[src/common/rename_cfg.svh]
`ifndef RENAME_CFG_SVH
`define RENAME_CFG_SVH

// architectural register file.
`define RN_REG_NUM 32
`define RN_DATA_W 32

// tag 0 is reserved, so live tags run 1..RN_ROB_DEPTH.
`define RN_TAG_W 4
`define RN_ROB_DEPTH 15
`define RN_QUEUE_DEPTH 4

`endif
[src/common/rename_pkg.sv]
`include "rename_cfg.svh"

package rename_pkg;

    localparam int REG_W = $clog2(`RN_REG_NUM);

    typedef logic [REG_W-1:0] reg_idx_t;
    typedef logic [`RN_DATA_W-1:0] data_t;
    typedef logic [`RN_TAG_W-1:0] tag_t;

    typedef enum logic [1:0] {
        OP_ALU,
        OP_LOAD,
        OP_STORE,
        OP_BRANCH
    } op_class_t;

    typedef struct packed {
        reg_idx_t  rs1;
        reg_idx_t  rs2;
        reg_idx_t  rd;
        op_class_t op;
        data_t     pc;
        data_t     imm;
    } inst_t;

    typedef struct packed {
        inst_t inst;
        tag_t  tag;
    } tagged_inst_t;

    typedef struct packed {
        data_t     rs1_data;
        tag_t      rs1_tag;
        data_t     rs2_data;
        tag_t      rs2_tag;
        reg_idx_t  rd;
        op_class_t op;
        data_t     pc;
        data_t     imm;
        tag_t      tag;
    } dispatch_t;

    // stores and branches carry an rd field but produce no register result.
    function automatic logic writes_rd(op_class_t op);
        return (op == OP_ALU) || (op == OP_LOAD);
    endfunction

endpackage

[src/common/commit_if.sv]
interface commit_if;

    logic                valid;
    rename_pkg::reg_idx_t rd;
    rename_pkg::data_t    data;
    rename_pkg::tag_t     tag;

    // driven from the reorder buffer side.
    modport source (
        output valid,
        output rd,
        output data,
        output tag
    );

    // register file and tag allocator only listen.
    modport sink (
        input valid,
        input rd,
        input data,
        input tag
    );

endinterface

[src/rename_top.sv]
module rename_top (
    input  logic                  clk,
    input  logic                  rst,
    input  logic                  flush,
    input  logic                  inst_valid,
    output logic                  inst_ready,
    input  rename_pkg::reg_idx_t  inst_rs1,
    input  rename_pkg::reg_idx_t  inst_rs2,
    input  rename_pkg::reg_idx_t  inst_rd,
    input  rename_pkg::op_class_t inst_op,
    input  rename_pkg::data_t     inst_pc,
    input  rename_pkg::data_t     inst_imm,
    input  logic                  commit_valid,
    input  rename_pkg::reg_idx_t  commit_rd,
    input  rename_pkg::data_t     commit_data,
    input  rename_pkg::tag_t      commit_tag,
    output logic                  dispatch_valid,
    input  logic                  dispatch_ready,
    output rename_pkg::data_t     rs1_data,
    output rename_pkg::tag_t      rs1_tag,
    output rename_pkg::data_t     rs2_data,
    output rename_pkg::tag_t      rs2_tag,
    output rename_pkg::reg_idx_t  rd,
    output rename_pkg::op_class_t op,
    output rename_pkg::data_t     pc,
    output rename_pkg::data_t     imm,
    output rename_pkg::tag_t      tag
);

    rename_pkg::inst_t        inst;
    rename_pkg::tagged_inst_t alloc_data;
    rename_pkg::tagged_inst_t queue_data;
    rename_pkg::dispatch_t    dispatch_data;
    logic                     alloc_valid;
    logic                     alloc_ready;
    logic                     queue_valid;
    logic                     queue_ready;

    commit_if commit_bus ();

    assign commit_bus.valid = commit_valid;
    assign commit_bus.rd    = commit_rd;
    assign commit_bus.data  = commit_data;
    assign commit_bus.tag   = commit_tag;

    assign inst = '{rs1: inst_rs1, rs2: inst_rs2, rd: inst_rd, op: inst_op,
                    pc: inst_pc, imm: inst_imm};

    tag_allocator tag_allocator_inst (
        .clk(clk), .rst(rst), .flush(flush),
        .inst_valid(inst_valid), .inst(inst), .inst_ready(inst_ready),
        .commit(commit_bus.sink),
        .out_valid(alloc_valid), .out_data(alloc_data), .out_ready(alloc_ready)
    );

    inst_queue #(.payload_t(rename_pkg::tagged_inst_t)) inst_queue_inst (
        .clk(clk), .rst(rst), .flush(flush),
        .in_valid(alloc_valid), .in_data(alloc_data), .in_ready(alloc_ready),
        .out_valid(queue_valid), .out_data(queue_data), .out_ready(queue_ready)
    );

    regfile regfile_inst (
        .clk(clk), .rst(rst), .flush(flush),
        .in_valid(queue_valid), .in_data(queue_data), .in_ready(queue_ready),
        .commit(commit_bus.sink),
        .dispatch_valid(dispatch_valid), .dispatch_ready(dispatch_ready),
        .dispatch_data(dispatch_data)
    );

    assign rs1_data = dispatch_data.rs1_data;
    assign rs1_tag  = dispatch_data.rs1_tag;
    assign rs2_data = dispatch_data.rs2_data;
    assign rs2_tag  = dispatch_data.rs2_tag;
    assign rd       = dispatch_data.rd;
    assign op       = dispatch_data.op;
    assign pc       = dispatch_data.pc;
    assign imm      = dispatch_data.imm;
    assign tag      = dispatch_data.tag;

endmodule

[src/regfile/regfile.sv]
`include "rename_cfg.svh"

module regfile (
    input  logic                     clk,
    input  logic                     rst,
    input  logic                     flush,
    input  logic                     in_valid,
    input  rename_pkg::tagged_inst_t in_data,
    output logic                     in_ready,
    commit_if.sink                   commit,
    output logic                     dispatch_valid,
    input  logic                     dispatch_ready,
    output rename_pkg::dispatch_t    dispatch_data
);

    rename_pkg::data_t data_q [`RN_REG_NUM];
    rename_pkg::tag_t  tag_q  [`RN_REG_NUM];

    rename_pkg::reg_idx_t rs1;
    rename_pkg::reg_idx_t rs2;
    rename_pkg::reg_idx_t rd;
    rename_pkg::data_t    rs1_data;
    rename_pkg::data_t    rs2_data;
    rename_pkg::tag_t     rs1_tag;
    rename_pkg::tag_t     rs2_tag;
    logic                 commit_wr;
    logic                 pop;
    logic                 rename_rd;

    assign rs1 = in_data.inst.rs1;
    assign rs2 = in_data.inst.rs2;
    assign rd  = in_data.inst.rd;

    // output register is free when empty or being taken this cycle.
    assign in_ready = !dispatch_valid || dispatch_ready;
    assign pop      = in_valid && in_ready;

    assign commit_wr = commit.valid && (commit.rd != '0);
    assign rename_rd = pop && rename_pkg::writes_rd(in_data.inst.op) && (rd != '0);

    // same-cycle commit data is visible and a matching tag reads as cleared.
    assign rs1_data = (commit_wr && commit.rd == rs1) ? commit.data : data_q[rs1];
    assign rs2_data = (commit_wr && commit.rd == rs2) ? commit.data : data_q[rs2];
    assign rs1_tag  = (commit_wr && commit.rd == rs1 && commit.tag == tag_q[rs1]) ?
                      '0 : tag_q[rs1];
    assign rs2_tag  = (commit_wr && commit.rd == rs2 && commit.tag == tag_q[rs2]) ?
                      '0 : tag_q[rs2];

    always_ff @(posedge clk) begin
        if (rst) begin
            for (int i = 0; i < `RN_REG_NUM; i++) begin
                data_q[i] <= '0;
                tag_q[i]  <= '0;
            end
        end else begin
            // data always lands; tag clears only if no newer producer took rd.
            if (commit_wr) begin
                data_q[commit.rd] <= commit.data;
                if (tag_q[commit.rd] == commit.tag)
                    tag_q[commit.rd] <= '0;
            end
            // a rename of the same rd wins over the clear above.
            if (flush) begin
                for (int i = 0; i < `RN_REG_NUM; i++)
                    tag_q[i] <= '0;
            end else if (rename_rd) begin
                tag_q[rd] <= in_data.tag;
            end
        end
    end

    always_ff @(posedge clk) begin
        if (rst || flush)
            dispatch_valid <= 1'b0;
        else if (in_ready)
            dispatch_valid <= pop;
    end

    always_ff @(posedge clk) begin
        if (pop) begin
            dispatch_data.rs1_data <= rs1_data;
            dispatch_data.rs1_tag  <= rs1_tag;
            dispatch_data.rs2_data <= rs2_data;
            dispatch_data.rs2_tag  <= rs2_tag;
            dispatch_data.rd       <= rd;
            dispatch_data.op       <= in_data.inst.op;
            dispatch_data.pc       <= in_data.inst.pc;
            dispatch_data.imm      <= in_data.inst.imm;
            dispatch_data.tag      <= in_data.tag;
        end
    end

endmodule

[src/inst_queue.sv]
`include "rename_cfg.svh"

module inst_queue #(
    parameter type payload_t = logic
) (
    input  logic     clk,
    input  logic     rst,
    input  logic     flush,
    input  logic     in_valid,
    input  payload_t in_data,
    output logic     in_ready,
    output logic     out_valid,
    output payload_t out_data,
    input  logic     out_ready
);

    localparam int DEPTH = `RN_QUEUE_DEPTH;
    localparam int PTR_W = (DEPTH > 1) ? $clog2(DEPTH) : 1;
    localparam int CNT_W = $clog2(DEPTH + 1);

    payload_t         mem [DEPTH];
    logic [PTR_W-1:0] wr_ptr;
    logic [PTR_W-1:0] rd_ptr;
    logic [CNT_W-1:0] count;
    logic             push;
    logic             pop;

    assign in_ready  = (count != DEPTH);
    assign out_valid = (count != '0);
    assign out_data  = mem[rd_ptr];

    assign push = in_valid && in_ready;
    assign pop  = out_valid && out_ready;

    always_ff @(posedge clk) begin
        if (push)
            mem[wr_ptr] <= in_data;
    end

    always_ff @(posedge clk) begin
        if (rst || flush) begin
            wr_ptr <= '0;
            rd_ptr <= '0;
            count  <= '0;
        end else begin
            if (push)
                wr_ptr <= (wr_ptr == PTR_W'(DEPTH - 1)) ? '0 : wr_ptr + 1'b1;
            if (pop)
                rd_ptr <= (rd_ptr == PTR_W'(DEPTH - 1)) ? '0 : rd_ptr + 1'b1;
            case ({push, pop})
                2'b10: count <= count + 1'b1;
                2'b01: count <= count - 1'b1;
                default: count <= count;
            endcase
        end
    end

endmodule

[src/tag_allocator.sv]
`include "rename_cfg.svh"

module tag_allocator (
    input  logic                    clk,
    input  logic                    rst,
    input  logic                    flush,
    input  logic                    inst_valid,
    input  rename_pkg::inst_t       inst,
    output logic                    inst_ready,
    commit_if.sink                  commit,
    output logic                    out_valid,
    output rename_pkg::tagged_inst_t out_data,
    input  logic                    out_ready
);

    localparam int CNT_W = $clog2(`RN_ROB_DEPTH + 1);

    rename_pkg::tag_t next_tag;
    logic [CNT_W-1:0] in_flight;
    logic             room;
    logic             accept;
    logic             release_tag;

    // nothing is taken in during a flush cycle.
    assign room        = !flush && (in_flight < `RN_ROB_DEPTH);
    assign out_valid   = inst_valid && room;
    assign inst_ready  = room && out_ready;
    assign accept      = inst_valid && inst_ready;
    assign release_tag = commit.valid && (in_flight != '0);

    assign out_data.inst = inst;
    assign out_data.tag  = next_tag;

    always_ff @(posedge clk) begin
        if (rst || flush) begin
            next_tag  <= rename_pkg::tag_t'(1);
            in_flight <= '0;
        end else begin
            if (accept) begin
                // wrap from the last tag back to 1, never to 0.
                if (next_tag == `RN_ROB_DEPTH)
                    next_tag <= rename_pkg::tag_t'(1);
                else
                    next_tag <= next_tag + 1'b1;
            end
            case ({accept, release_tag})
                2'b10: in_flight <= in_flight + 1'b1;
                2'b01: in_flight <= in_flight - 1'b1;
                default: in_flight <= in_flight;
            endcase
        end
    end

endmodule

[config.mk]
export PLATFORM = sky130hd
export DESIGN_NAME = rename_top
export DESIGN_NICKNAME = d
export VERILOG_FILES = /design/src/common/rename_pkg.sv /design/src/common/commit_if.sv /design/src/rename_top.sv /design/src/regfile/regfile.sv /design/src/inst_queue.sv /design/src/tag_allocator.sv
export VERILOG_INCLUDE_DIRS = /design/src /design/src/common
export SDC_FILE = /design/constraint.sdc
export NUM_CORES = 2
export LEC_CHECK = 0
export BUFFER_PORTS_ARGS = -buffer_cell sky130_fd_sc_hd__clkbuf_2
export CAP_MARGIN = 20
export CORE_ASPECT_RATIO = 1.5
export CORE_MARGIN = 2
export CORE_UTILIZATION = 51
export DETAILED_ROUTE_END_ITERATION = 6
export PLACE_DENSITY = 0.66
export SETUP_SLACK_MARGIN = 0.2
export SYNTH_ARGS = -nofsm -noshare
export SYNTH_HDL_FRONTEND = slang
export SYNTH_SLANG_ARGS = --single-unit
[constraint.sdc]
create_clock -name clk -period 28.8 [get_ports clk]
set_clock_uncertainty 0.2 [all_clocks]
set_input_delay 5.76 -clock clk [delete_from_list [all_inputs] [get_ports clk]]
set_output_delay 5.76 -clock clk [all_outputs]
set_load 0.03 [all_outputs]
==> impl_results.md <==
- GRT Overall Usage: between 30% and 40%
- Worst Path Buf+Inv: 2
- CTS tree: built
- Gate power share: around 13%
- Max-capacitance violation count: 0
- Pre-CTS setup slack: roughly 16 ns
- Clock tree sinks: 1,657
- CP max stage delay: approximately 0.60 ns
- DR vias/cell: 6.43
- Fmax: roughly 78 MHz
- Predominant post-synthesis flop cell: edfxtp_1
- Final cycle utilization of the critical path: approximately 44%
- Die ar.: between 150,000 and 200,000 um2
- Largest net degree at the start of global routing: around 110
- Kind of cell adding the most delay to the critical path: compound AO/OA/AOI/OAI gates
- Top cell by count, worst path: clkbuf_2
- Sw frac: about 26%
- Clock root buffer: clkbuf_16
- Final setup vio count: 0
- Core Region: 159,000 um2
- FF+latch count, synth: approximately 1.7k
- Clk buf depth: 3
- Setup crit start kind: input pin
- Crit end category: output port
- Layout area overhead: 10.8%
- Detailed-route wire length per cell: between 30 and 40 um
- Crit-path max FO: 6
- Port bufs: 276
- DR vias: approximately 49k
- Drt pass-1 iters: 6
- PnR worst setup slack: 16.05 ns
- Post-route minimum period: ~13 ns
- Placed cell area: between 80,000 and 90,000 um2
- Crit path DAT: 6.79 ns
- Run status: finished clean
- Max-slew violations: 0
- Sequential-to-total area share from yosys stat: 60.7%
- Final instance area: between 90,000 and 100,000 um2
- YS warnings: 0
- Drt total wl: between 200,000 and 250,000 um
- DPL Wire Length: ~150,000 um
- Post-route DRC: 0
- First-pass GRT wire length: between 300,000 and 400,000 um
- Synth cell types: between 50 and 60
- Worst-path clk slew: approximately 0.060 ns
- Post-layout util: 57.0%
- Clock share of power: around 37%
- RSZ-0062 raised after global routing: false
- H-tree depth: 4
- Max stage delay cell, worst path: a311oi_1
- Chip height: between 400 and 500 um
- # fillers: between 10k and 15k
- Clk_lat worst skew: 0.82 ns
- Multi-input logic area: between 30,000 and 40,000 um2
- Internal: around 4.2 mW
- Hold Path Class: reg -> reg
- VDD IR max: about 57 uV
- Pleak: 31.1 nW
- Net Sw Power: roughly 1.5 mW
- CTS buffer count: between 150 and 200
- Sequential cell area: 49,600 um2
- Async S/R FF share, synth: 0%
- Setup TNS: 0 ns
- IO Pins: about 280
- PD cells: ~63 nW/um2
- CTS Hold Bufs: 0
- Initial Util: about half
- Total grt overflow: 0
- Slew headroom: between 10% and 20%
- Synth Instances: 5,237
- Gpl congestion: 0.943
- Final Hold Viols: 0
- Worst endpoint required time: roughly 23 ns
- Post-route ant nets: 0
- Crit path cell chain: clkbuf_2 > a311oi_1 > clkbuf_2
- Number of synthesized flops with an enable pin: about 1.6k
- Layout Nets: ~5.5k
- Vias in the first global route: slightly above 50k
- Die Width: 331 um
- Share of cells above drive strength 1: between 20% and 30%
- Post-CTS resize count: 0
- CP Class: in -> out
- Sequential share of power: between 50% and 60%
- FP Rows: roughly 180
- Post-CTS setup buffers: 0
- Synthesized area: 81,600 um2
- WHS: between 0.3 and 0.4 ns
- Synthesized area per cell: approximately 16 um2
- Worst-Margin Slew: approximately 1.3 ns
- Initial antenna violation count: 20
- First DRT Iteration DRCs: about 5k
cell families (layout without fill, tap and decap cells):
logic type,count (synthesis),count (layout),synth area share [%]
fa+ha+maj,12,12,0.202
xor+xnor,24,24,0.257
flops,1657,1657,60.7
simple gates,1675,1675,11.3
mux,980,980,21.8
buf+inv,507,722,2.53
other cells,1,39,0.00459
compound gates,381,381,3.16
path summary, 6_finish.rpt:
| check | start | end | slack, ns | cells after the start |
|---|---|---|---|---|
| setup / recovery | flush | inst_ready | 16.05 | 3 |
| hold reg to reg | tag_allocator_inst.in_flight[3] | tag_allocator_inst.in_flight[3] | 0.31 | 2 |
| setup reg to reg | register | regfile_inst.dispatch_data[126] | 22.55 | 10 |
| hold / removal | tag_allocator_inst.in_flight[3] | tag_allocator_inst.in_flight[3] | 0.31 | 2 |
tightest hold or removal path, cell delays in order, from the launching register on:
cell     delay (ns)
dfxtp_1        0.33
o21ai_0        0.08
a21oi_1        0.06
registers in the layout, indices dropped and copies added, names as in the netlist, named ones only:
register                      count
regfile_inst.data_q            1024
inst_queue_inst.mem             340
regfile_inst.dispatch_data      147
regfile_inst.tag_q              128
tag_allocator_inst.in_flight      4
tag_allocator_inst.next_tag       4
inst_queue_inst.count             3
inst_queue_inst.rd_ptr            2
inst_queue_inst.wr_ptr            2
regfile_inst.dispatch_valid       1
cells in the final DEF, fill, tap and decap left out, types with 32 or more instances in the layout:
master / count
mux2i_1: 326
mux4_2: 628
buf_4: 114
o211ai_1: 32
nor2b_1: 79
and2_1: 998
a211oi_1: 134
clkbuf_2: 275
clkinv_1: 38
nor2_1: 163
edfxtp_1: 1639
a31oi_1: 77
o21ai_0: 73
conb_1: 36
clkbuf_16: 159
nand2_1: 308
per-layer routing:
metal / up-vias / GRT usage (%) / part of all wire [%]
met5: - / 0 / 0.065
li1: 20400 / - / -
met3: 678 / 6.52 / 8.1
met1: 25200 / 35.3 / 34
met2: 2410 / 50.9 / 50
met4: 24 / 20.5 / 7.6
through the flow:
step | std cells | power (mW)
2_1_floorplan | 5272 | 3.34
3_3_place_gp | 7265 | 3.59
3_5_place_dp | 7268 | 3.60
4_1_cts | 7559 | 5.68
5_1_grt | 7570 | 5.81
6_report | 7571 | 5.66
Yosys cell counts (3+ instances only):
cell type / n / share of area (%)
buf_1: 29 / 0.13
mux2i_1: 326 / 4.0
o22ai_1: 3 / 0.023
nand2b_1: 8 / 0.061
mux4_2: 638 / 18
xnor2_1: 9 / 0.097
nand2_1: 308 / 1.4
buf_2: 89 / 0.55
or3_1: 4 / 0.031
o21ai_1: 4 / 0.025
buf_4: 9 / 0.083
or2_2: 31 / 0.24
mux2_2: 16 / 0.22
ha_1: 10 / 0.15
nor2_1: 195 / 0.90
o211ai_1: 32 / 0.29
o2111ai_1: 9 / 0.097
o21ai_0: 73 / 0.45
edfxtp_1: 1639 / 60
dfxtp_1: 18 / 0.44
nor2b_1: 79 / 0.61
xor2_1: 15 / 0.16
and3_1: 6 / 0.046
a21oi_1: 16 / 0.098
a211oi_1: 134 / 1.2
inv_1: 23 / 0.11
a31oi_1: 77 / 0.59
a311oi_1: 7 / 0.075
nand3_1: 12 / 0.074
a32oi_1: 3 / 0.032
and2_1: 998 / 7.6
clkbuf_1: 355 / 1.6
nand4_1: 9 / 0.069
o221ai_1: 7 / 0.075
nor3_1: 10 / 0.061
a22oi_1: 7 / 0.064
nand3b_1: 3 / 0.028
nor4_1: 4 / 0.031
final cells by class:
cell class | count | area share [%]
Clock buffer | 193 | 4.57
Clock inverter | 98 | 1.11
Tap cell | 2081 | 2.88
Antenna cell | 3 | 0.00830
Sequential cell | 1657 | 54.8
Timing Repair Buffer | 408 | 2.87
Multi-Input combinational cell | 3108 | 33.7
Inverter | 23 | 0.0954
power by group through the flow:
stage / clock, mW / sequential, mW / combinational, mW
floorplan: 0 / 2.91 / 0.430
global route: 2.21 / 2.85 / 0.753
global placement: 0 / 2.88 / 0.710
CTS: 2.12 / 2.84 / 0.717
detailed placement: 0 / 2.89 / 0.715
finish: 2.10 / 2.84 / 0.723
(Power assumes the default switching activity.)
